===== src/verilog/bus_pkg.sv =====
package bus_pkg;

	// Transport widths
	localparam int ADDR_W = 32;          // Byte address
	localparam int DATA_W = 32;
	localparam int STRB_W = DATA_W / 8;  // One strobe per byte lane

	// Credit depths
	localparam int REQ_DEPTH        = 4;  // Also the requester's initial credits
	localparam int RSP_DEPTH        = 4;
	localparam int HOST_RSP_CREDITS = 2;  // Response slots on the requester side

	// Counter widths for the credit counters
	localparam int RSP_CRED_W  = $clog2(RSP_DEPTH + 1);
	localparam int HOST_CRED_W = $clog2(HOST_RSP_CREDITS + 1);

	// Request as it travels through the fabric
	typedef struct packed {
		logic              write;
		logic [ADDR_W-1:0] addr;
		logic [DATA_W-1:0] wdata;
		logic [STRB_W-1:0] wstrb;
	} bus_req_t;

	// Response back to the requester
	typedef struct packed {
		logic              err;    // Unmapped address
		logic [DATA_W-1:0] rdata;
	} bus_rsp_t;

endpackage


===== src/verilog/credit_fifo.sv =====
`timescale 1ns/1ps

module credit_fifo
	import bus_pkg::*;
#(
	parameter type T     = bus_req_t,
	parameter int  DEPTH = REQ_DEPTH
) (
	input  logic clk_i,
	input  logic reset_i,
	input  logic push_i,
	input  T     data_i,
	input  logic pop_i,
	output logic valid_o,
	output T     data_o,
	output logic credit_o  // One pulse per entry freed
);
	localparam int PTR_W = (DEPTH > 1) ? $clog2(DEPTH) : 1;
	localparam int CNT_W = $clog2(DEPTH + 1);

	T                 mem [DEPTH];
	logic [PTR_W-1:0] wr_ptr_q;
	logic [PTR_W-1:0] rd_ptr_q;
	logic [CNT_W-1:0] count_q;   // Occupancy
	logic             do_pop;

	// Wrap at DEPTH, also for non power of two depths
	function automatic logic [PTR_W-1:0] ptr_inc(input logic [PTR_W-1:0] ptr);
		return (ptr == PTR_W'(DEPTH - 1)) ? '0 : ptr + 1'b1;
	endfunction

	assign valid_o = (count_q != '0);
	assign data_o  = mem[rd_ptr_q];     // Head is always on the output
	assign do_pop  = pop_i && valid_o;

	always_ff @(posedge clk_i) begin
		if (push_i)
			mem[wr_ptr_q] <= data_i;
	end

	// Pointers, count and credit pulse
	always_ff @(posedge clk_i) begin
		if (reset_i) begin
			wr_ptr_q <= '0;
			rd_ptr_q <= '0;
			count_q  <= '0;
			credit_o <= 1'b0;
		end else begin
			credit_o <= do_pop;  // Cycle after the pop
			if (push_i)
				wr_ptr_q <= ptr_inc(wr_ptr_q);
			if (do_pop)
				rd_ptr_q <= ptr_inc(rd_ptr_q);
			case ({push_i, do_pop})
				2'b10:   count_q <= count_q + 1'b1;
				2'b01:   count_q <= count_q - 1'b1;
				default: count_q <= count_q;  // Both or neither
			endcase
		end
	end

endmodule


===== config.mk =====
export PLATFORM = sky130hd
export DESIGN_NAME = credit_fifo
export DESIGN_NICKNAME = d
export VERILOG_FILES = /design/src/verilog/bus_pkg.sv /design/src/verilog/credit_fifo.sv
export SDC_FILE = /design/constraint.sdc
export NUM_CORES = 1
export LEC_CHECK = 0
export BUFFER_PORTS_ARGS = -buffer_cell sky130_fd_sc_hd__buf_2
export CORE_ASPECT_RATIO = 0.9
export CORE_MARGIN = 3
export CORE_UTILIZATION = 28
export DETAILED_ROUTE_END_ITERATION = 12
export GPL_ROUTABILITY_DRIVEN = 0
export HOLD_SLACK_MARGIN = 0.15
export PLACE_DENSITY = 0.41
export SYNTH_ARGS = -nofsm -noshare
export SYNTH_HDL_FRONTEND = slang
export SYNTH_SLANG_ARGS = --single-unit

===== constraint.sdc =====
create_clock -name clk_i -period 3 [get_ports clk_i]
set_input_delay 0.45 -clock clk_i [delete_from_list [all_inputs] [get_ports clk_i]]
set_output_delay 0.45 -clock clk_i [all_outputs]
set_load 0.02 [all_outputs]

==> qor.csv <==
stage,metric,value,unit
outcome,outcome,completed,
sta,finalSetupViolations,0,
logic_synthesis,ys_types,21,
cts,clk_pin_slew,0.06,ns
setup_path,critical_path_class,flop to output pin,
cts,cts.sink_count,286,
setup_path,ff2ff_path_depth,9,
cts,cts_buffers,31,
min_path,hp-class,primary input to flop,
setup_path,cp_cell_sequence,buf_12 > mux4_2 > buf_2,
cts,post_cts_buffers,0,
cts,insertion_delay,0.55,ns
floorplanning,io_pins,144,
logic_synthesis,synth_top_area_cell,edfxtp_1,
setup_path,cp.required,2.55,ns
floorplanning,die_w,210,um
logic_synthesis,synth_cells,412,
power_and_ir_drop,power_density,751,nW/um^2
cts,cts_root_buf,clkbuf_16,
power_and_ir_drop,p_leak,4.53,nW
sta,tightest_slew,0.623,ns
sta,setup_tns,0,ns
cells_and_area,drive_above_1_share,0.398,
run,drv_cap,0,
sta,rsz0062_at_grt,no,
detailed_routing,drt-vias-per-instance,4.35,
cts,htreeDepth,1,
logic_synthesis,yosys_register_bits,286,
cells_and_area,num-nets-final,735,
sta,clock.fmax,0.375,GHz
sta,finalCritPeriodShare,0.888,
grt,grt_pass1_wl,34000,um
cells_and_area,final_cell_mix,"276 x edfxtp_1, 143 x buf_2, 70 x dlygate4sd3_1",
grt,grt_pass1_vias,5624,
setup_path,slowest_stage,dfxtp_4,
cts,cts_buffer_depth,3,
detailed_routing,firstDrtPassIters,4,
setup_path,startpoint_type,flop,
grt,grt.total_usage,0.113,
setup_path,cp_top_family,flip-flops,
cells_and_area,fin_util,0.369,
setup_path,r2r_end,count_q[2],
logic_synthesis,synth_nets,492,
floorplanning,die_h,189,um
cts,cts_tree,built,
grt,top_usage_layer,met2,
sta,slew_headroom,0.584,
logic_synthesis,yosys.area.top_type_share,0.794,
sta,whs,0.251,ns
place,dpl.hpwl,13500,um
place,dpl_cell_area,11800,sq um
logic_synthesis,netlist_area,10400,sq um
grt,grtUsageMet3,0.0278,
logic_synthesis,postSynthAreaPerCell,25.3,sq um
detailed_routing,drcViolationCount,0,
power_and_ir_drop,vdd_drop_max,0.000405,V
sta,final_hold_viol_count,0,
min_path,holdPathEnd,wr_ptr_q[1],
cells_and_area,final_common_cell,edfxtp_1,
grt,grt_max_degree,48,
place,portBuffers,143,
floorplanning,std_cell_rows,66,
setup_path,reg2reg_slack,1.01,ns
grt,grtUsageMet2,0.190,
grt,grt_use_met1,0.147,
min_path,min_delay_path_depth,3,
floorplanning,core,36500,sq um
sta,clock-skew-final,0.0134,ns
cells_and_area,syn2layout_area_growth,29.1,%
min_path,hp-start,push_i,
setup_path,cp_max_fo,21,
detailed_routing,drt_iter0_markers,194,
cells_and_area,design_area,13500,sq um
sta,setup_ws,0.337,ns
floorplanning,start_util,0.286,
sta,finalCriticalPeriod,2.66,ns
detailed_routing,antenna_left,0,
grt,antenna_found_initial,2,
detailed_routing,vias,5029,
setup_path,cp_data_arrival_time,2.21,ns
detailed_routing,wirelength,22100,um
sta,slew_violations,0,
logic_synthesis,ys_seq_area_frac,0.813,
setup_path,cpPeakStageDelay,0.66,ns
grt,grt_overflow,0,
setup_path,reg2reg_from,count_q[0],
logic_synthesis,ys_warn_count,0,
setup_path,cp_num_buf_inv,2,
floorplanning,dieArea,39700,sq um
setup_path,end_kind,output pin,
logic_synthesis,synthTopCellsByArea,"edfxtp_1 79%, mux4_2 15%, dfxtp_1 1.9%",
place,place_ws,0.828,ns
detailed_routing,wl_per_cell,19.1,um
-- worst min-delay path: stages --
cell	delay [ns]
buf_2	0.15
mux2i_1	0.09
nor2_1	0.08
-- cell families (layout without fill, tap and decap cells) --
group | Yosys count | count (layout) | share of synthesized area
AOI/OAI and AO/OA | 6 | 6 | 0.00311
xor gates and xnor gates | 2 | 2 | 0.00168
adders and majority gates | 7 | 7 | 0.00910
buffers and inverters | 24 | 290 | 0.0149
DFF | 286 | 286 | 0.813
muxes | 71 | 71 | 0.151
other | 0 | 1 | 0
and+or+nand+nor | 16 | 16 | 0.00779
-- state kept, by name, summed over array words and instances (netlist names), named ones only --
name      cells
mem         276
count_q       3
rd_ptr_q      2
wr_ptr_q      2
credit_o      1
-- area by class of cell --
cell class              instances  area, sq um
multi-input cells             102         1810
fillers                      3399        23000
repair buffers                227         1620
clock buffers                  42          817
inverters                       7         26.3
flip-flops and latches        286         8500
well taps                     476          596
clock inverters                14          114
diodes                          1         2.50
-- synth_stat cells, drive strengths merged --
| master | instances |
|---|---|
| edfxtp | 276 |
| nor2 | 7 |
| o21ai | 1 |
| o31ai | 1 |
| a21oi | 4 |
| and2 | 4 |
| buf | 11 |
| mux4 | 69 |
| clkbuf | 6 |
| dfxtp | 10 |
| nor3b | 1 |
| xor2 | 2 |
| or3 | 3 |
| fa | 1 |
| nand2 | 1 |
| mux2i | 2 |
| ha | 6 |
| inv | 7 |
-- worst max-delay path by stage --
stage	from	endpoint	slack, ns	cells past startpoint
floorplan	wr_ptr_q[0]	mem[3][0]	0.40	2
finish	flop	data_o[23]	0.34	3
global placement	flop	data_o[23]	0.85	3
CTS	flop	data_o[29]	0.21	3
global route	flop	data_o[23]	0.16	3
detailed placement	flop	data_o[29]	0.83	3
-- where the power goes --
part           leakage (nW)  total, mW  switching (mW)  internal (mW)
Sequential             2.62       4.73           0.148           4.58
Clock                 0.450       3.47            1.41           2.06
Combinational          1.46       1.93            1.02          0.905
-- stage by stage --
step           cells  power, mW
2_1_floorplan    412       6.07
3_3_place_gp    1028       6.70
3_5_place_dp    1028       6.73
4_1_cts         1154       10.3
5_1_grt         1154       10.6
6_report        1155       10.1
-- repair_timing --
action / in CTS / in global routing
hold buffers: 70 / 0
endpoints found under the hold margin: 278 / 0
resized for setup: 0 / 0
-- routing by layer --
| metal | vias up | part of all wire |
|---|---|---|
| met1 | 2628 | 0.43 |
| li1 | 2244 | - |
| met3 | 38 | 0.051 |
| met5 | - | 0.00091 |
| met2 | 117 | 0.49 |
| met4 | 2 | 0.024 |
(Power assumes the default switching activity.)
