--- config.mk ---
export PLATFORM = sky130hd
export DESIGN_NAME = rsp_return
export DESIGN_NICKNAME = d
export VERILOG_FILES = /design/src/verilog/bus_pkg.sv /design/src/verilog/map_pkg.sv /design/src/verilog/credit_fifo.sv /design/src/verilog/rsp_return.sv
export SDC_FILE = /design/constraint.sdc
export NUM_CORES = 1
export LEC_CHECK = 0
export ABC_AREA = 1
export BUFFER_PORTS_ARGS = -buffer_cell sky130_fd_sc_hd__buf_2
export CAP_MARGIN = 10
export CORE_MARGIN = 1.5
export CORE_UTILIZATION = 35
export DETAILED_ROUTE_END_ITERATION = 8
export PLACE_DENSITY = 0.62
export SETUP_SLACK_MARGIN = 0.2
export SYNTH_ARGS = -nofsm -noshare
export SYNTH_HDL_FRONTEND = slang
export SYNTH_SLANG_ARGS = --single-unit
--- constraint.sdc ---
create_clock -name clk_i -period 5.4 [get_ports clk_i]
set_input_delay 0.54 -clock clk_i [delete_from_list [all_inputs] [get_ports clk_i]]
set_output_delay 0.54 -clock clk_i [all_outputs]
set_load 0.01 [all_outputs]
--- src/verilog/bus_pkg.sv ---
package bus_pkg;

	// Transport widths
	localparam int ADDR_W = 32;          // Byte address
	localparam int DATA_W = 32;
	localparam int STRB_W = DATA_W / 8;  // One strobe per byte lane

	// Credit depths
	localparam int REQ_DEPTH        = 4;  // Also the requester's initial credits
	localparam int RSP_DEPTH        = 4;
	localparam int HOST_RSP_CREDITS = 2;  // Response slots on the requester side

	// Counter widths for the credit counters
	localparam int RSP_CRED_W  = $clog2(RSP_DEPTH + 1);
	localparam int HOST_CRED_W = $clog2(HOST_RSP_CREDITS + 1);

	// Request as it travels through the fabric
	typedef struct packed {
		logic              write;
		logic [ADDR_W-1:0] addr;
		logic [DATA_W-1:0] wdata;
		logic [STRB_W-1:0] wstrb;
	} bus_req_t;

	// Response back to the requester
	typedef struct packed {
		logic              err;    // Unmapped address
		logic [DATA_W-1:0] rdata;
	} bus_rsp_t;

endpackage

--- src/verilog/map_pkg.sv ---
package map_pkg;

	// RAM at the bottom of the map, bytes 0x0000 to 0x03FF
	localparam int RAM_WORDS = 256;
	localparam int RAM_AW    = $clog2(RAM_WORDS);  // Word index bits

	// UART register block
	localparam logic [31:0] UART_BASE     = 32'h0001_0000;
	localparam logic [31:0] UART_DATA_OFS = 32'h0;  // Tx byte, reads back last byte
	localparam logic [31:0] UART_STAT_OFS = 32'h4;  // Bit 0 is busy

	// Serial timing
	localparam int CLKS_PER_BIT = 8;
	localparam int BAUD_W       = $clog2(CLKS_PER_BIT);
	localparam int FRAME_BITS   = 10;  // Start, 8 data, stop
	localparam int FRAME_CNT_W  = $clog2(FRAME_BITS);

	// Read data returned for an unmapped access
	localparam logic [31:0] NONE_RDATA = 32'h0;

	// Decoded destination of a request
	typedef enum logic [1:0] {
		TGT_RAM,
		TGT_UART,
		TGT_NONE
	} target_e;

endpackage

--- src/verilog/credit_fifo.sv ---
`timescale 1ns/1ps

module credit_fifo
	import bus_pkg::*;
#(
	parameter type T     = bus_req_t,
	parameter int  DEPTH = REQ_DEPTH
) (
	input  logic clk_i,
	input  logic reset_i,
	input  logic push_i,
	input  T     data_i,
	input  logic pop_i,
	output logic valid_o,
	output T     data_o,
	output logic credit_o  // One pulse per entry freed
);
	localparam int PTR_W = (DEPTH > 1) ? $clog2(DEPTH) : 1;
	localparam int CNT_W = $clog2(DEPTH + 1);

	T                 mem [DEPTH];
	logic [PTR_W-1:0] wr_ptr_q;
	logic [PTR_W-1:0] rd_ptr_q;
	logic [CNT_W-1:0] count_q;   // Occupancy
	logic             do_pop;

	// Wrap at DEPTH, also for non power of two depths
	function automatic logic [PTR_W-1:0] ptr_inc(input logic [PTR_W-1:0] ptr);
		return (ptr == PTR_W'(DEPTH - 1)) ? '0 : ptr + 1'b1;
	endfunction

	assign valid_o = (count_q != '0);
	assign data_o  = mem[rd_ptr_q];     // Head is always on the output
	assign do_pop  = pop_i && valid_o;

	always_ff @(posedge clk_i) begin
		if (push_i)
			mem[wr_ptr_q] <= data_i;
	end

	// Pointers, count and credit pulse
	always_ff @(posedge clk_i) begin
		if (reset_i) begin
			wr_ptr_q <= '0;
			rd_ptr_q <= '0;
			count_q  <= '0;
			credit_o <= 1'b0;
		end else begin
			credit_o <= do_pop;  // Cycle after the pop
			if (push_i)
				wr_ptr_q <= ptr_inc(wr_ptr_q);
			if (do_pop)
				rd_ptr_q <= ptr_inc(rd_ptr_q);
			case ({push_i, do_pop})
				2'b10:   count_q <= count_q + 1'b1;
				2'b01:   count_q <= count_q - 1'b1;
				default: count_q <= count_q;  // Both or neither
			endcase
		end
	end

endmodule

--- src/verilog/rsp_return.sv ---
`timescale 1ns/1ps

module rsp_return
	import bus_pkg::*;
	import map_pkg::*;
(
	input  logic     clk_i,
	input  logic     reset_i,
	// Target responses
	input  logic     ram_valid_i,
	input  bus_rsp_t ram_rsp_i,
	input  logic     uart_valid_i,
	input  bus_rsp_t uart_rsp_i,
	input  logic     none_issue_i,
	output logic     rsp_credit_o,   // Back to req_decode
	// Outbound port
	input  logic     host_credit_i,
	output logic     rsp_valid_o,
	output bus_rsp_t rsp_o
);
	logic                   none_q;
	logic                   push;
	bus_rsp_t               push_rsp;
	logic                   head_valid;
	bus_rsp_t               head_rsp;
	logic                   pop;
	logic [HOST_CRED_W-1:0] host_cred_q;

	// Unmapped access answers in the same slot as a target would
	always_ff @(posedge clk_i) begin
		if (reset_i)
			none_q <= 1'b0;
		else
			none_q <= none_issue_i;
	end

	// One issue per cycle, so at most one source is valid
	assign push = ram_valid_i || uart_valid_i || none_q;

	always_comb begin
		if (ram_valid_i) begin
			push_rsp = ram_rsp_i;
		end else if (uart_valid_i) begin
			push_rsp = uart_rsp_i;
		end else begin
			push_rsp.err   = 1'b1;
			push_rsp.rdata = NONE_RDATA;
		end
	end

	credit_fifo #(
		.T(bus_rsp_t),
		.DEPTH(RSP_DEPTH)
	) inst_rsp_fifo (
		.clk_i(clk_i),
		.reset_i(reset_i),
		.push_i(push),
		.data_i(push_rsp),
		.pop_i(pop),
		.valid_o(head_valid),
		.data_o(head_rsp),
		.credit_o(rsp_credit_o)
	);

	assign pop = head_valid && (host_cred_q != '0);

	// Requester slots, spent on pop
	always_ff @(posedge clk_i) begin
		if (reset_i) begin
			host_cred_q <= HOST_CRED_W'(HOST_RSP_CREDITS);
			rsp_valid_o <= 1'b0;
		end else begin
			rsp_valid_o <= pop;
			case ({pop, host_credit_i})
				2'b10:   host_cred_q <= host_cred_q - 1'b1;
				2'b01:   host_cred_q <= host_cred_q + 1'b1;
				default: host_cred_q <= host_cred_q;
			endcase
		end
	end

	always_ff @(posedge clk_i) begin
		if (pop)
			rsp_o <= head_rsp;  // Registered output port
	end

endmodule

==> flow_summary.ini <==
[sta]
final.setup_skew_ns = 0.00633
post-route-period-util_pct = 46.9
max-slew-margin-rel_pct = 24.2
period_needed_ns = 2.53
setup_repair_after_global_routing_missed_its_margin = false
number_of_setup_violations_in_the_final_report = 0
fmaxAchievable_mhz = 395
finalMaxSlewViolations = 0
timing_worst_slew_pin_value_ns = 1.14
report.final.hold_viol_count = 0
totalNegativeSetupSlack_ns = 0
final_critical_path_setup_slack_ns = 2.87

[power]
total_leakage_power_nw = 2.99
ir_drop_worst_vdd_mv = 0.247
power_per_cell_area_nw_per_um2 = 528

[final_layout]
layout_common_cells = sky130_fd_sc_hd__edfxtp_1, sky130_fd_sc_hd__buf_2, sky130_fd_sc_hd__nor2_1
final_util_pct = 43.0
fraction_of_layout_instances_using_a_drive_strength_above_1_pct = 25.0
design.final.nets = 656
insertedDiodeCount = 0
finalInstanceArea_um2 = 8120
fill_cells = 1734
mostFrequentLayoutCell = sky130_fd_sc_hd__edfxtp_1
area.growth.synth_to_final_pct = 19.4

[job]
cap_violations = 0

[grt]
grt_usage_pct = 14.8
grt_pass1_vias = 4218
grt_first_pass_wirelength_um = 22300
grt_start_max_net_pins = 70
globalRoute.totalOverflow = 0
initial_antenna_violation_count = 0

[yosys]
yosysSeqAreaShare_pct = 76.1
mappedNetlistArea_um2 = 6800
post_synth.cell_area_avg_um2 = 14.3
synth.yosys.warnings = 0
synth.ff_latch_count = 176
postSynthNetCount = 557
yosys.cell_types.count = 23
postSynthCellCount = 477

[outcome]
result_of_the_run = finished clean

[clock_network]
cts_root_buffer = sky130_fd_sc_hd__clkbuf_16
post-cts-setup-buffer-count = 0
resized_cells_post_cts = 0
cts-root-to-sink-buffers = 2
clkSlewWorstSetupHoldPaths_ns = 0.06
tritoncts.num_buffers = 17
cts_tree = done
cts_hold_fix_bufs = 0
htree_depth = 4
cts.sink_count = 176
worstSkewPairLatency_ns = 0.43

[floorplanning]
placeableCoreArea_um2 = 18900
floorplan_row_count = 50
die_area_um2 = 20300
die_h_um = 142
pin_count = 107
floorplan.initialDensity_pct = 36.0
fp.dieW_um = 142

[critical_path]
crit_path_max_fanout = 34
end_kind = flop
cp_data_arrival_time_ns = 2.85
worstSetupPathType = reg -> reg
startpoint_type = flop
critPathRequiredTime_ns = 5.72

[detailed_routing]
routed_wirelength_um = 14400
viasPerCell = 4.91
drtPass1Iterations = 5
detailed_router_s_first_iteration_violation_count = 408
ant_nets = 0
route.detailed.wl_per_inst_um = 17.0
total_drc_errors_in_the_routed_layout = 0
detailroute.via_count = 4169

[place]
pre_cts_slack_ns = 2.42
gpl.final_weighted_congestion = 0.683
dpl_cell_area_um2 = 7540
detailedPlacementHpwl_um = 8240
buffer_ports.inserted = 106

[worst_hold_path]
hold_class = in -> reg
worst paths after layout:
| check | from | end | slack [ns] | cells after the start |
|---|---|---|---|---|
| setup / recovery | host_cred_q[0] | inst_rsp_fifo.count_q[2] | 2.87 | 9 |
| setup reg to reg | host_cred_q[0] | inst_rsp_fifo.count_q[2] | 2.87 | 9 |
| hold reg to reg | host_cred_q[1] | host_cred_q[1] | 0.48 | 2 |
| hold / removal | reset_i | none_q | 0.32 | 2 |
synth_stat cells (all sizes together):
library cell  count  area share (%)
a21oi             6            0.44
a22o             32             4.1
buf              19             1.9
clkbuf            9            0.50
dfxtp            11             3.2
edfxtp          165              73
fa                1            0.29
ha                7             1.3
inv              19             1.0
nand2            12            0.66
nand3             3            0.22
nand3b            1            0.11
nand4             1           0.092
nor2             85             4.8
o21ai            71             5.2
o22ai            33             3.0
or2               1           0.092
xor2              1            0.13
power by group:
part / internal (mW) / total (mW) / switching (mW)
Clock: 0.688 / 1.17 / 0.480
Sequential: 1.88 / 1.97 / 0.0929
Combinational: 0.364 / 1.14 / 0.779
through the flow:
stage / hold slack [ns] / total power [mW] / std cells
5_1_grt: 0.334 / 4.54 / 849
3_3_place_gp: 0.439 / 3.09 / 816
4_1_cts: 0.300 / 4.32 / 848
6_report: 0.322 / 4.28 / 849
3_5_place_dp: 0.461 / 3.14 / 816
2_1_floorplan: 0.429 / 2.75 / 477
per-layer routing:
layer  track usage [%]  routed length, um  vias to the layer above
met4              6.08                281                        0
met3              4.34                944                       23
li1                  -                  -                     1989
met5                 0                  0                        -
met1              19.0               6300                     2020
met2              23.7               6920                      137
layout make-up:
cell class                 count  area [um2]  share of cell area (%)
tap                          260         325                    4.01
inverter                      19        71.3                   0.878
clock inverter                11         115                    1.42
clock buffer                  21         450                    5.55
sequential                   176        5180                    63.7
multi-input combinational    254        1430                    17.5
timing repair buffer         108         558                    6.87
cells by family (layout without fill, tap and decap cells):
family                     after synthesis  count (layout)  synth area share [%]
and+or+nand+nor                        103             103                  5.98
adders and majority gates                8               8                  1.58
xor gates and xnor gates                 1               1                 0.129
AOI/OAI and AO/OA                      142             142                  12.8
buffers and inverters                   47             159                  3.42
DFF                                    176             176                  76.1
registers in the layout, indices dropped and copies added, names as in the netlist:
| signal | cells |
|---|---|
| inst_rsp_fifo.mem | 132 |
| host_cred_q | 2 |
| rsp_o | 33 |
| rsp_valid_o | 1 |
| inst_rsp_fifo.count_q | 3 |
| inst_rsp_fifo.rd_ptr_q | 2 |
| inst_rsp_fifo.wr_ptr_q | 2 |
| none_q | 1 |
worst max-delay path, cell delays in order (launching register included):
cell,delay [ns]
sky130_fd_sc_hd__dfxtp_1,0.31
sky130_fd_sc_hd__inv_1,0.10
sky130_fd_sc_hd__nand2_1,0.11
sky130_fd_sc_hd__nand2_1,0.21
sky130_fd_sc_hd__inv_2,0.38
sky130_fd_sc_hd__ha_1,0.39
sky130_fd_sc_hd__fa_1,0.40
sky130_fd_sc_hd__or2_2,0.32
sky130_fd_sc_hd__a21oi_1,0.15
sky130_fd_sc_hd__nor2_1,0.06
Power figures use the tool's default switching activity.
