$ cat src/verilog/bus_pkg.sv
package bus_pkg;

	// Transport widths
	localparam int ADDR_W = 32;          // Byte address
	localparam int DATA_W = 32;
	localparam int STRB_W = DATA_W / 8;  // One strobe per byte lane

	// Credit depths
	localparam int REQ_DEPTH        = 4;  // Also the requester's initial credits
	localparam int RSP_DEPTH        = 4;
	localparam int HOST_RSP_CREDITS = 2;  // Response slots on the requester side

	// Counter widths for the credit counters
	localparam int RSP_CRED_W  = $clog2(RSP_DEPTH + 1);
	localparam int HOST_CRED_W = $clog2(HOST_RSP_CREDITS + 1);

	// Request as it travels through the fabric
	typedef struct packed {
		logic              write;
		logic [ADDR_W-1:0] addr;
		logic [DATA_W-1:0] wdata;
		logic [STRB_W-1:0] wstrb;
	} bus_req_t;

	// Response back to the requester
	typedef struct packed {
		logic              err;    // Unmapped address
		logic [DATA_W-1:0] rdata;
	} bus_rsp_t;

endpackage

$ cat src/verilog/map_pkg.sv
package map_pkg;

	// RAM at the bottom of the map, bytes 0x0000 to 0x03FF
	localparam int RAM_WORDS = 256;
	localparam int RAM_AW    = $clog2(RAM_WORDS);  // Word index bits

	// UART register block
	localparam logic [31:0] UART_BASE     = 32'h0001_0000;
	localparam logic [31:0] UART_DATA_OFS = 32'h0;  // Tx byte, reads back last byte
	localparam logic [31:0] UART_STAT_OFS = 32'h4;  // Bit 0 is busy

	// Serial timing
	localparam int CLKS_PER_BIT = 8;
	localparam int BAUD_W       = $clog2(CLKS_PER_BIT);
	localparam int FRAME_BITS   = 10;  // Start, 8 data, stop
	localparam int FRAME_CNT_W  = $clog2(FRAME_BITS);

	// Read data returned for an unmapped access
	localparam logic [31:0] NONE_RDATA = 32'h0;

	// Decoded destination of a request
	typedef enum logic [1:0] {
		TGT_RAM,
		TGT_UART,
		TGT_NONE
	} target_e;

endpackage

$ cat src/verilog/req_decode.sv
`timescale 1ns/1ps

module req_decode
	import bus_pkg::*;
	import map_pkg::*;
(
	input  logic     clk_i,
	input  logic     reset_i,
	// Request buffer head
	input  logic     head_valid_i,
	input  bus_req_t head_i,
	output logic     pop_o,
	// Flow control
	input  logic     rsp_credit_i,  // Response buffer slot freed
	input  logic     uart_ready_i,
	// Issue towards the targets
	output logic     ram_issue_o,
	output logic     uart_issue_o,
	output logic     none_issue_o,
	output bus_req_t issue_req_o
);
	target_e               tgt;
	logic                  is_ram;
	logic                  is_uart_data;
	logic                  is_uart_stat;
	logic                  uart_hold;
	logic [RSP_CRED_W-1:0] rsp_cred_q;

	// Low two address bits play no part in the decode
	assign is_ram       = (head_i.addr[ADDR_W-1:RAM_AW+2] == '0);
	assign is_uart_data = ({head_i.addr[ADDR_W-1:2], 2'b00} == UART_BASE + UART_DATA_OFS);
	assign is_uart_stat = ({head_i.addr[ADDR_W-1:2], 2'b00} == UART_BASE + UART_STAT_OFS);

	always_comb begin
		if (is_ram)
			tgt = TGT_RAM;
		else if (is_uart_data || is_uart_stat)
			tgt = TGT_UART;
		else
			tgt = TGT_NONE;  // Error response later
	end

	// Only a new Tx byte has to wait for the shifter
	assign uart_hold = is_uart_data && head_i.write && !uart_ready_i;

	// Pop and issue in the same cycle
	assign pop_o = head_valid_i && (rsp_cred_q != '0) && !uart_hold;

	assign ram_issue_o  = pop_o && (tgt == TGT_RAM);
	assign uart_issue_o = pop_o && (tgt == TGT_UART);
	assign none_issue_o = pop_o && (tgt == TGT_NONE);
	assign issue_req_o  = head_i;  // Same payload for every target

	// Response buffer credits, one held per request in flight
	always_ff @(posedge clk_i) begin
		if (reset_i) begin
			rsp_cred_q <= RSP_CRED_W'(RSP_DEPTH);
		end else begin
			case ({pop_o, rsp_credit_i})
				2'b10:   rsp_cred_q <= rsp_cred_q - 1'b1;
				2'b01:   rsp_cred_q <= rsp_cred_q + 1'b1;
				default: rsp_cred_q <= rsp_cred_q;
			endcase
		end
	end

endmodule

$ cat config.mk
export PLATFORM = sky130hd
export DESIGN_NAME = req_decode
export DESIGN_NICKNAME = d
export VERILOG_FILES = /design/src/verilog/bus_pkg.sv /design/src/verilog/map_pkg.sv /design/src/verilog/req_decode.sv
export SDC_FILE = /design/constraint.sdc
export NUM_CORES = 1
export LEC_CHECK = 0
export ABC_AREA = 1
export BUFFER_PORTS_ARGS = -buffer_cell sky130_fd_sc_hd__buf_2
export CORE_ASPECT_RATIO = 1.5
export CORE_MARGIN = 1
export CORE_UTILIZATION = 29
export CTS_BUF_LIST = sky130_fd_sc_hd__clkbuf_4
export DETAILED_ROUTE_END_ITERATION = 7
export PLACE_DENSITY = 0.86
export SLEW_MARGIN = 20
export SYNTH_ARGS = -nofsm -noshare
export SYNTH_HDL_FRONTEND = slang
export SYNTH_SLANG_ARGS = --single-unit
export TNS_END_PERCENT = 10
$ cat constraint.sdc
create_clock -name clk_i -period 2.72 [get_ports clk_i]
set_clock_uncertainty 0.1 [all_clocks]
set_input_delay 0.272 -clock clk_i [delete_from_list [all_inputs] [get_ports clk_i]]
set_output_delay 0.272 -clock clk_i [all_outputs]
set_load 0.005 [all_outputs]
==> out/summary.txt, run 1 <==
post-synthesis to final-layout area growth - -9.56%
Final Net Count - 222
register area share after synthesis - 0.0646
DRC - 0
Net Count, Synth - 216
post-CTS setup buffers - 0
Filler cells - 337
detailed placement HPWL - 2060 um
Max-cap violations - 0
EDFF count, synth - 0
area share of the largest cell type after synthesis - 0.557
Top Registers - rsp_cred_q (3)
router iterations before antenna repair - 3
leading cell types in the layout, fill and taps excluded - 70 x buf_2, 23 x nor2_1, 13 x inv_1, 10 x nand2_1
first-pass GRT wire length - 3170 um
DIE WIDTH - 48.2 um
Vias/cell - 4.17
Final period util - 0.733
total core area - 0.00297 mm^2
Routed wire per std cell - 12.1 um
fraction of registers with async set/reset - 0
highest net fanout along the worst path - 3
initial antenna violation count - 0
Pwr Total - 0.000282 W
cell row count - 24
vias in the first global route - 729
YS warnings - 0
Netlist cell types - 18
Synth Instances - 140
Arr. time, crit path - 2000 ps
worst hold slack - 133 ps
Hold Vio Cnt, Final - 0
Crit Path Category - in2reg
fin crit period - 1990 ps
Vias - 768
status - complete, no violations
GRT Total Usage - 0.130
Yosys reg bits - 3
htree depth - 1
met2 Use GR - 0.203
die height - 71.3 um
dpl ws - 491 ps
synthesized area per cell - 6.64 um^2
setup TNS - 0 ps
CP Capture Type - register
later-pin clock latency in the skew report - 230 ps
synthesized area - 930 um^2
Slew Limit Fails - 0
cts hold-fix bufs - 0
Setup crit start kind - input port
Final Setup Violations - 0
CTS Root Cell - clkbuf_4
layout cells sized above 1 - 0.579
Synth area leaders - buf_4 56%, nor2_1 9.3%, dfxtp_1 6.5%, inv_1 5.2%, nand2_1 4.0%
worst rel slew slack - 0.874
max reg flops - 3
CTS tree - yes
Pwr per Cell Area - 335 mW/mm^2
Data required, critical path - 2730 ps
Detail Route Antenna Nets - 0
Placed Cells - 180
Placer Congestion - 0.762
final non-filler cell total - 184
Reg with most FFs - rsp_cred_q
initial DRC count - 7
Inserted Clock Buffers - 3
GRT overflow - 0
IO Count - 147
Initial Util - 0.313
Post-Route WL - 2220 um
most common cell after layout, fill and taps aside - buf_2
largest net degree at the start of global routing - 4
leakage power - 0.522 nW
CTS Sinks - 3
Port Buffers - 70
Post-synth top flop - dfxtp_1
Max Freq - 502 MHz
Worst VDD drop - 89.8 uV
Clock transition at path regs - 40 ps
M3 GR Usage - 0.0781
Final Worst Setup Slack - 726 ps
die area - 0.00344 mm^2
PostCTS Resize Cnt - 0
hold crit path type - in2reg
ANT cells - 0
worst-margin pin slew - 188 ps
RSZ-0062 raised after global routing - false
area leader, netlist - buf_4
CTS Buffer Depth - 2
grt met1 use - 0.0817
global route hottest layer - met2
layout make-up:
type	count	area, um^2	area share
repair buffers	70	350	0.417
clock buffers	4	30.0	0.0357
flip-flops and latches	3	60.1	0.0714
multi-input cells	54	299	0.356
well taps	39	48.8	0.0580
inverters	14	52.6	0.0625
Yosys cell counts, types with 2 or more instances:
| master | instances |
|---|---|
| nor2_1 | 23 |
| nand2_1 | 10 |
| dfxtp_1 | 3 |
| o21ai_0 | 2 |
| nor2_4 | 3 |
| nand2_2 | 4 |
| buf_4 | 69 |
| nand4_1 | 4 |
| inv_1 | 13 |
metal layers:
layer	vias to the layer above	share of wire	routed length, um
met5	-	0	0
met3	34	0.21	460
met4	0	0.11	251
li1	363	-	-
met2	53	0.45	996
met1	318	0.23	515
metrics by stage:
stage / utilization / cell area [um^2]
global route: 0.283 / 841
detailed placement: 0.273 / 811
global placement: 0.273 / 811
finish: 0.283 / 841
CTS: 0.283 / 841
floorplan: - / 930
cell families after synthesis:
group	after synthesis	share of synthesized area
buffers and inverters	83	0.614
and+or+nand+nor	47	0.249
AOI/OAI and AO/OA	4	0.0283
DFF	3	0.0646
xor gates and xnor gates	1	0.00942
adders and majority gates	2	0.0350
power by group:
group	internal (W)	switching (W)	leakage, nW
registers	0.0000560	0.00000949	0.0250
clock network	0.0000648	0.0000212	0.0184
logic	0.0000652	0.0000648	0.479
critical path, cell delays in order:
cell	delay, ps
buf_2	100
nor2_1	130
nand2_1	70
nor2_1	150
inv_1	100
nor2_4	120
nand2_2	50
nand2_2	70
ha_1	140
inv_1	60
fa_1	380
nor2_1	110
nor2_1	60
a21oi_1	110
o21ai_0	80
path summary, 6_finish.rpt:
| check | slack (ps) | endpoint | start | cells past startpoint |
|---|---|---|---|---|
| min | 130 | rsp_cred_q[0] | reset_i | 2 |
| max | 730 | rsp_cred_q[2] | head_i[51] | 15 |
| min reg2reg | 410 | rsp_cred_q[2] | rsp_cred_q[2] | 2 |
| max reg2reg | 840 | rsp_cred_q[1] | rsp_cred_q[0] | 8 |
Power figures use the tool's default switching activity.
==> inputs of run 2 (changes only) <==
==> constraint.sdc (replaced) <==
create_clock -name clk_i -period 2 [get_ports clk_i]
set_clock_uncertainty 0.1 [all_clocks]
set_input_delay 0.2 -clock clk_i [delete_from_list [all_inputs] [get_ports clk_i]]
set_output_delay 0.2 -clock clk_i [all_outputs]
set_load 0.005 [all_outputs]
==> run 2 against run 1 <==
  * Routed wire length rose by 2.7%
  * Largest power group unchanged
  * Critical path type is now reg2reg
  * Critical endpoint is now rsp_cred_q[1]
  * First-iteration DRC count grew 29%
  * Non-clock buffer count grew 7
==> out/summary.txt, run 2 (synthesized netlist as in run 1, its figures left out) <==
Final Setup Violations - 0
cell row count - 24
CP Capture Type - register
Final period util - 0.940
cts hold-fix bufs - 0
fin crit period - 1880 ps
Setup crit start kind - register
Detail Route Antenna Nets - 0
leakage power - 0.554 nW
CTS tree - yes
hold endpoint - rsp_cred_q[0]
Max-cap violations - 0
CTS Root Cell - clkbuf_4
area taken by multi-input logic gates - 307 um^2
CTS Buffer Depth - 2
FF/Latch Area - 60.1 um^2
hold crit path type - in2reg
dpl ws - -158 ps
Top Registers - rsp_cred_q (3)
Reg2Reg Depth - 8
hold path start - reset_i
layout cells sized above 1 - 0.618
Worst R2R Setup Slack - 120 ps
total core area - 0.00297 mm^2
detailed placement HPWL - 2140 um
Hold Vio Cnt, Final - 0
GRT overflow - 0
FF-to-FF Start - rsp_cred_q[0]
Worst VDD drop - 119 uV
Reg with most FFs - rsp_cred_q
worst-margin pin slew - 241 ps
ANT cells - 0
Hold Path Stages - 2
worst rel slew slack - 0.838
DRC - 0
Pwr per Cell Area - 439 mW/mm^2
first-pass GRT wire length - 3080 um
die area - 0.00344 mm^2
Data required, critical path - 2020 ps
Placer Congestion - 0.731
Clock transition at path regs - 30 ps
Arr. time, crit path - 1900 ps
router iterations before antenna repair - 3
initial DRC count - 9
later-pin clock latency in the skew report - 230 ps
Pwr Total - 0.000396 W
post-synthesis to final-layout area growth - -3.10%
Routed wire per std cell - 12.0 um
Final Net Count - 229
Initial Util - 0.313
Reg-to-Reg End - rsp_cred_q[1]
initial antenna violation count - 0
status - complete, no violations
most common cell after layout, fill and taps aside - buf_2
GRT Total Usage - 0.131
RSZ-0062 raised after global routing - true
htree depth - 1
Slew Limit Fails - 0
Final Worst Setup Slack - 120 ps
DIE WIDTH - 48.2 um
die height - 71.3 um
Port Buffers - 70
Inserted Clock Buffers - 3
Filler cells - 349
max reg flops - 3
CTS Sinks - 3
Vias/cell - 4.16
Post-Route WL - 2280 um
largest net degree at the start of global routing - 4
Vias - 795
vias in the first global route - 735
Crit Path Category - reg2reg
highest net fanout along the worst path - 3
leading cell types in the layout, fill and taps excluded - 70 x buf_2, 21 x nor2_1, 13 x inv_1, 10 x nand2_1, 7 x buf_4
IO Count - 147
Max Freq - 532 MHz
## run 2: metrics by stage
step | util | instance area, um^2 | std cells | TNS [ps] | hold WS, ps
floorplan | - | 930 | 140 | 0 | 172
global placement | 0.288 | 856 | 186 | -125 | 296
detailed placement | 0.288 | 856 | 186 | -196 | 300
CTS | 0.298 | 886 | 190 | 0 | 54.3
global route | 0.303 | 901 | 191 | -35.5 | 49.8
finish | 0.303 | 901 | 191 | 0 | 61.3
## run 2: how the worst max path moves through the flow
stage	from	to	slack (ps)	cells after the start
floorplan	head_i[67]	rsp_cred_q[2]	60	13
global placement	head_i[67]	rsp_cred_q[2]	-100	14
detailed placement	head_i[67]	rsp_cred_q[2]	-160	14
CTS	head_i[67]	rsp_cred_q[2]	100	14
global route	rsp_cred_q[0]	rsp_cred_q[1]	-40	8
finish	rsp_cred_q[0]	rsp_cred_q[1]	120	8
## run 2: cell type report
cell class                 count  area share
clock buffer                   4      0.0333
inverter                      14      0.0583
multi-input combinational     54       0.340
sequential                     3      0.0667
tap                           39      0.0542
timing repair buffer          77       0.447
## run 2: repair_timing
action / in CTS / in global routing
gates resized for setup: 0 / 3
setup buffers: 0 / 1
setup endpoints to repair: 0 / 2
## run 2: layer usage
layer / track usage / vias up / share of wire
met4: 0.182 / 0 / 0.12
met1: 0.0675 / 327 / 0.23
met5: 0 / - / 0
li1: - / 377 / -
met3: 0.0730 / 36 / 0.19
met2: 0.213 / 55 / 0.46
## run 2: critical path, stage by stage, from the launching register on
cell and delay, ps:
dfxtp_1 390, nor2_1 80, a21boi_2 190, nand2_2 90, ha_1 190, inv_1 80
fa_2 430, o21ai_0 160, nor2_1 50
## run 2: power by group
part | leakage [nW] | switching (W) | internal, W
Sequential | 0.0250 | 0.0000138 | 0.0000762
Combinational | 0.511 | 0.0000903 | 0.0000983
Clock | 0.0184 | 0.0000289 | 0.0000881
Total | 0.554 | 0.000133 | 0.000263
