===== src/verilog/bus_pkg.sv =====
package bus_pkg;

	// Transport widths
	localparam int ADDR_W = 32;          // Byte address
	localparam int DATA_W = 32;
	localparam int STRB_W = DATA_W / 8;  // One strobe per byte lane

	// Credit depths
	localparam int REQ_DEPTH        = 4;  // Also the requester's initial credits
	localparam int RSP_DEPTH        = 4;
	localparam int HOST_RSP_CREDITS = 2;  // Response slots on the requester side

	// Counter widths for the credit counters
	localparam int RSP_CRED_W  = $clog2(RSP_DEPTH + 1);
	localparam int HOST_CRED_W = $clog2(HOST_RSP_CREDITS + 1);

	// Request as it travels through the fabric
	typedef struct packed {
		logic              write;
		logic [ADDR_W-1:0] addr;
		logic [DATA_W-1:0] wdata;
		logic [STRB_W-1:0] wstrb;
	} bus_req_t;

	// Response back to the requester
	typedef struct packed {
		logic              err;    // Unmapped address
		logic [DATA_W-1:0] rdata;
	} bus_rsp_t;

endpackage


===== src/verilog/map_pkg.sv =====
package map_pkg;

	// RAM at the bottom of the map, bytes 0x0000 to 0x03FF
	localparam int RAM_WORDS = 256;
	localparam int RAM_AW    = $clog2(RAM_WORDS);  // Word index bits

	// UART register block
	localparam logic [31:0] UART_BASE     = 32'h0001_0000;
	localparam logic [31:0] UART_DATA_OFS = 32'h0;  // Tx byte, reads back last byte
	localparam logic [31:0] UART_STAT_OFS = 32'h4;  // Bit 0 is busy

	// Serial timing
	localparam int CLKS_PER_BIT = 8;
	localparam int BAUD_W       = $clog2(CLKS_PER_BIT);
	localparam int FRAME_BITS   = 10;  // Start, 8 data, stop
	localparam int FRAME_CNT_W  = $clog2(FRAME_BITS);

	// Read data returned for an unmapped access
	localparam logic [31:0] NONE_RDATA = 32'h0;

	// Decoded destination of a request
	typedef enum logic [1:0] {
		TGT_RAM,
		TGT_UART,
		TGT_NONE
	} target_e;

endpackage


===== src/verilog/uart_tx.sv =====
`timescale 1ns/1ps

module uart_tx
	import bus_pkg::*;
	import map_pkg::*;
(
	input  logic     clk_i,
	input  logic     reset_i,
	input  logic     issue_i,
	input  bus_req_t req_i,
	output logic     ready_o,      // Low while a frame is on the line
	output logic     rsp_valid_o,
	output bus_rsp_t rsp_o,
	output logic     tx_o
);
	logic                   busy_q;
	logic [FRAME_BITS-1:0]  shift_q;     // Stop, data, start with LSB on the line
	logic [FRAME_CNT_W-1:0] bit_cnt_q;
	logic [BAUD_W-1:0]      baud_cnt_q;
	logic [7:0]             last_byte_q;
	logic                   is_stat;
	logic                   data_wr;

	// Decoder only lets the two register offsets through
	assign is_stat = (req_i.addr[3:2] == UART_STAT_OFS[3:2]);
	assign data_wr = issue_i && req_i.write && !is_stat;

	assign ready_o = !busy_q;
	assign tx_o    = busy_q ? shift_q[0] : 1'b1;  // Idle high

	// Frame shifter and baud timing
	always_ff @(posedge clk_i) begin
		if (reset_i) begin
			busy_q     <= 1'b0;
			bit_cnt_q  <= '0;
			baud_cnt_q <= '0;
		end else if (data_wr) begin
			busy_q     <= 1'b1;
			bit_cnt_q  <= '0;
			baud_cnt_q <= '0;
		end else if (busy_q) begin
			if (baud_cnt_q == BAUD_W'(CLKS_PER_BIT - 1)) begin
				baud_cnt_q <= '0;
				if (bit_cnt_q == FRAME_CNT_W'(FRAME_BITS - 1))
					busy_q <= 1'b0;  // Stop bit done
				else
					bit_cnt_q <= bit_cnt_q + 1'b1;
			end else begin
				baud_cnt_q <= baud_cnt_q + 1'b1;
			end
		end
	end

	always_ff @(posedge clk_i) begin
		if (data_wr)
			shift_q <= {1'b1, req_i.wdata[7:0], 1'b0};
		else if (busy_q && baud_cnt_q == BAUD_W'(CLKS_PER_BIT - 1))
			shift_q <= {1'b1, shift_q[FRAME_BITS-1:1]};
	end

	// Register file and response
	always_ff @(posedge clk_i) begin
		if (data_wr)
			last_byte_q <= req_i.wdata[7:0];
		if (issue_i) begin
			rsp_o.err <= 1'b0;
			if (req_i.write)
				rsp_o.rdata <= '0;  // Status write dropped
			else if (is_stat)
				rsp_o.rdata <= DATA_W'(busy_q);
			else
				rsp_o.rdata <= {{(DATA_W-8){1'b0}}, last_byte_q};
		end
	end

	always_ff @(posedge clk_i) begin
		if (reset_i)
			rsp_valid_o <= 1'b0;
		else
			rsp_valid_o <= issue_i;
	end

endmodule

===== config.mk =====
export PLATFORM = sky130hd
export DESIGN_NAME = uart_tx
export DESIGN_NICKNAME = d
export VERILOG_FILES = /design/src/verilog/bus_pkg.sv /design/src/verilog/map_pkg.sv /design/src/verilog/uart_tx.sv
export SDC_FILE = /design/constraint.sdc
export NUM_CORES = 1
export LEC_CHECK = 0
export ABC_AREA = 1
export BUFFER_PORTS_ARGS = -buffer_cell sky130_fd_sc_hd__buf_2
export CELL_PAD_IN_SITES_DETAIL_PLACEMENT = 0
export CELL_PAD_IN_SITES_GLOBAL_PLACEMENT = 1
export CORE_ASPECT_RATIO = 1.2
export CORE_UTILIZATION = 31
export CTS_BUF_LIST = sky130_fd_sc_hd__clkbuf_8
export CTS_CLUSTER_DIAMETER = 100
export CTS_CLUSTER_SIZE = 25
export DETAILED_ROUTE_END_ITERATION = 10
export PLACE_DENSITY = 0.95
export SYNTH_ARGS = -nofsm -noshare
export SYNTH_HDL_FRONTEND = slang
export SYNTH_SLANG_ARGS = --single-unit
export TNS_END_PERCENT = 1

===== constraint.sdc =====
create_clock -name clk_i -period 1.8 [get_ports clk_i]
set_input_delay 0.36 -clock clk_i [delete_from_list [all_inputs] [get_ports clk_i]]
set_output_delay 0.36 -clock clk_i [all_outputs]
set_load 0.02 [all_outputs]

==> impl_metrics.prom <==
# TYPE chip_impl_metric gauge
chip_impl_metric{name="final_period_minus_worst_setup_slack",unit="ns"} 1.493
chip_impl_info{name="holdCritPathClass",value="in -> reg"} 1
chip_impl_info{name="crit_path_top_delay_cell",value="sky130_fd_sc_hd__dfxtp_1"} 1
chip_impl_info{name="run_status",value="completed"} 1
chip_impl_metric{name="yosys_warnings",unit=""} 0
chip_impl_metric{name="gr-usage-all-layers",unit="%"} 9.243
chip_impl_info{name="tritoncts",value="built"} 1
chip_impl_metric{name="worst_clock_skew",unit="ns"} 0.003482
chip_impl_metric{name="grt_pass1_vias",unit=""} 960
chip_impl_metric{name="ctsResizeCount",unit=""} 0
chip_impl_metric{name="route.detailed.wl_per_inst",unit="um"} 9.388
chip_impl_metric{name="io_pins",unit=""} 108
chip_impl_metric{name="ctsHtreeMaxLevel",unit=""} 2
chip_impl_info{name="holdCritStartpoint",value="req_i[5]"} 1
chip_impl_metric{name="post-cts-setup-buffer-count",unit=""} 0
chip_impl_metric{name="numCtsBuffers",unit=""} 5
chip_impl_metric{name="placement.io_buffers",unit=""} 24
chip_impl_info{name="ctsRootBufferMaster",value="sky130_fd_sc_hd__clkbuf_8"} 1
chip_impl_info{name="cp_cell_sequence",value="inv_2 -> or2_2 -> buf_2"} 1
chip_impl_metric{name="floorplan.die.width",unit="um"} 69.01
chip_impl_metric{name="power.total",unit="W"} 0.001589
chip_impl_metric{name="postLayoutCoreUtil",unit="%"} 36.31
chip_impl_metric{name="clock_sinks",unit=""} 34
chip_impl_metric{name="global_route_wire_length_before_repair",unit="um"} 3919
chip_impl_metric{name="power.ir.vdd_worst",unit="mV"} 0.2963
chip_impl_metric{name="n_fill_cell",unit=""} 522
chip_impl_metric{name="initial_drt_pass_iterations",unit=""} 4
chip_impl_metric{name="met2_length",unit="um"} 1174
chip_impl_metric{name="dpl-instance-area",unit="um^2"} 1753
chip_impl_metric{name="data_required_time_at_the_worst_endpoint",unit="ns"} 1.44
chip_impl_metric{name="netSwitchingPower",unit="W"} 0.0004056
chip_impl_metric{name="power_switching_share",unit="%"} 25.52
chip_impl_metric{name="combPwrFrac",unit="%"} 11.6
chip_impl_metric{name="wl_met3",unit="um"} 168
chip_impl_metric{name="r2r_setup_slack",unit="ns"} 0.35
chip_impl_metric{name="fraction_of_final_layout_cells_sized_beyond_drive_strength_1",unit="%"} 25.25
chip_impl_info{name="worst_path_dominant_cell_family",value="flip-flops"} 1
chip_impl_metric{name="ant_nets",unit=""} 0
chip_impl_metric{name="start_util",unit="%"} 33.11
chip_impl_metric{name="post_synth_fa_ha_maj_area_fraction",unit="%"} 3.745
chip_impl_info{name="critical_register_to_register_path_endpoint",value="shift_q[1]"} 1
chip_impl_metric{name="finalMaxSlewViolations",unit=""} 0
chip_impl_info{name="dominant_combinational_cell_family_by_area_after_synthesis",value="buffers and inverters"} 1
chip_impl_metric{name="timing.critical_path.buf_inv",unit=""} 2
chip_impl_metric{name="antenna_cells",unit=""} 0
chip_impl_metric{name="grt_overflow_total",unit=""} 0
chip_impl_metric{name="grt_start_max_net_pins",unit=""} 19
chip_impl_info{name="criticalPathCategory",value="reg -> out"} 1
chip_impl_metric{name="drv.max_cap_violation_count",unit=""} 0
chip_impl_metric{name="power_density",unit="nW/um^2"} 867.7
chip_impl_metric{name="ctsHoldBuffers",unit=""} 0
chip_impl_metric{name="syn-cell-area",unit="um^2"} 1670
chip_impl_metric{name="area_of_the_core",unit="um^2"} 5045
chip_impl_metric{name="num-nets-final",unit=""} 275
chip_impl_metric{name="die_area",unit="um^2"} 5687
chip_impl_info{name="timing.critical_path.to_type",value="primary output"} 1
chip_impl_metric{name="detail_route.vias_per_cell",unit=""} 4.120
chip_impl_info{name="timing.rr.start",value="baud_cnt_q[0]"} 1
chip_impl_metric{name="die_height",unit="um"} 82.41
chip_impl_metric{name="synth_cell_type_count",unit=""} 24
chip_impl_metric{name="finalHoldViolCount",unit=""} 0
chip_impl_metric{name="drtIter0Drc",unit=""} 45
chip_impl_metric{name="ff_latch_count_synth",unit=""} 34
chip_impl_metric{name="seq_area_frac_synth",unit="%"} 55.13
chip_impl_metric{name="setup_viol_count_final",unit=""} 0
chip_impl_metric{name="share_seq_of_total_power",unit="%"} 55.8
chip_impl_metric{name="route.detailed.drc",unit=""} 0
chip_impl_metric{name="row_count",unit=""} 28
chip_impl_metric{name="fin_setup_tns",unit="ns"} 0
chip_impl_metric{name="detail_route.wirelength.met1",unit="um"} 955
chip_impl_metric{name="synthesis.instances",unit=""} 169
chip_impl_info{name="routed.top_layer",value="met4"} 1
chip_impl_metric{name="cp_max_fo",unit=""} 8
chip_impl_info{name="min_to",value="last_byte_q[1]"} 1
chip_impl_metric{name="cp_slowest_stage_delay",unit="ns"} 0.34
chip_impl_metric{name="max-clock-path-buffers",unit=""} 2
chip_impl_metric{name="vias",unit=""} 1063
chip_impl_metric{name="antenna_found_initial",unit=""} 0
chip_impl_metric{name="synth_simple_gate_area_share",unit="%"} 17.15
chip_impl_metric{name="fmax",unit="MHz"} 669.7
chip_impl_metric{name="synth.area.mux_share",unit="%"} 0
chip_impl_metric{name="p_int",unit="W"} 0.001184
chip_impl_metric{name="synth_compound_gate_area_share",unit="%"} 4.869
chip_impl_metric{name="synthToLayoutAreaGrowth",unit="%"} 9.663
chip_impl_metric{name="depth_of_the_worst_hold_timing_path",unit=""} 1
chip_impl_metric{name="cp_data_arrival_time",unit="ns"} 1.13
chip_impl_info{name="rsz0062_at_grt",value="no"} 1
chip_impl_info{name="setup.worst_path.start_class",value="flip-flop"} 1
chip_impl_metric{name="reg2reg_depth",unit=""} 4
chip_impl_metric{name="globalplace.congestion",unit=""} 0.7571
chip_impl_metric{name="clk-insertion-delay-late",unit="ns"} 0.28
chip_impl_metric{name="place.detailed.hpwl",unit="um"} 1858
chip_impl_metric{name="power.leakage",unit="nW"} 0.8426
chip_impl_metric{name="design_area_final",unit="um^2"} 1832
chip_impl_metric{name="final_critical_path_share_of_the_clock_period",unit="%"} 82.95
chip_impl_metric{name="final_wirelength",unit="um"} 2422
chip_impl_metric{name="share_clk_of_total_power",unit="%"} 32.6
chip_impl_metric{name="avgSynthCellArea",unit="um^2"} 9.884
chip_impl_metric{name="clkSlewWorstSetupHoldPaths",unit="ns"} 0.07
chip_impl_metric{name="post_synth_xor_area_fraction",unit="%"} 0
routing by layer:
metal	vias up	global-route usage, %
li1	540	-
met1	474	8.606
met2	39	15.73
met3	10	3.641
met4	0	8.776
met5	-	0
cells in the mapped netlist, drive strengths merged:
library cell,number,area [um^2]
dfxtp,10,200.2
a21oi,6,33.78
nor2,19,98.85
buf,28,217.7
edfxtp,24,720.7
nor3,1,5.000
o21ai,8,40.03
or2,2,12.52
nand2,30,117.6
inv,26,97.60
ha,5,62.56
nand3,6,40.04
conb,1,3.750
a211oi,1,7.510
nand4,2,12.51
power by group through the flow:
stage / Clock (W) / Combinational, W / Sequential [W]
floorplan: 0 / 0.000165 / 0.000919
CTS: 0.000541 / 0.000186 / 0.000887
global route: 0.000563 / 0.000204 / 0.000891
global placement: 0 / 0.000182 / 0.000903
detailed placement: 0 / 0.000185 / 0.000905
finish: 0.000518 / 0.000185 / 0.000887
cell usage in the layout (no fill, tap or decap), drive strengths merged:
| cell | instances |
|---|---|
| nand2 | 30 |
| inv | 26 |
| buf | 26 |
| conb | 25 |
| edfxtp | 24 |
| nor2 | 19 |
| dfxtp | 10 |
| o21ai | 8 |
| a21oi | 6 |
| nand3 | 6 |
| ha | 5 |
| clkbuf | 5 |
| nand4 | 2 |
| clkinv | 2 |
| or2 | 2 |
| a211oi | 1 |
| nor3 | 1 |
state kept, by name, summed over array words and instances (netlist names):
register and flops:
bit_cnt_q 4, baud_cnt_q 3, rsp_valid_o 1, shift_q 9, busy_q 1, last_byte_q 8, rsp_o 8
worst max path at each step:
stage                        startpoint    endpoint  slack, ns  cells past startpoint
after floorplan           baud_cnt_q[0]  shift_q[1]       0.49                      4
after global placement    baud_cnt_q[0]  shift_q[8]       0.35                      4
after detailed placement  baud_cnt_q[0]  shift_q[8]       0.32                      4
after CTS                        busy_q        tx_o       0.29                      3
after global routing             busy_q        tx_o       0.26                      3
final                            busy_q        tx_o       0.31                      3
layout make-up:
class	count	area (um^2)	share of cell area [%]
Inverter	26	97.59	5.328
Clock inverter	2	10.01	0.5464
Timing Repair Buffer	26	135.1	7.377
Tap cell	60	75.07	4.098
Clock buffer	5	68.82	3.757
Multi-Input combinational cell	105	524.3	28.62
Sequential cell	34	920.9	50.27
through the flow:
stage | std cells | hold slack (ns) | setup slack, ns
2_1_floorplan | 193 | 0.4224 | 0.4853
3_3_place_gp | 251 | 0.4518 | 0.3466
3_5_place_dp | 251 | 0.4679 | 0.3243
4_1_cts | 258 | 0.2557 | 0.2948
5_1_grt | 258 | 0.2520 | 0.2552
6_report | 258 | 0.2676 | 0.3069
kinds of logic after synthesis:
family          count (synthesis)
fa+ha+maj                       5
compound gates                 15
simple gates                   60
flops                          34
other cells                     1
buf+inv                        54
No activity file was read; power rests on OpenSTA's default activity.
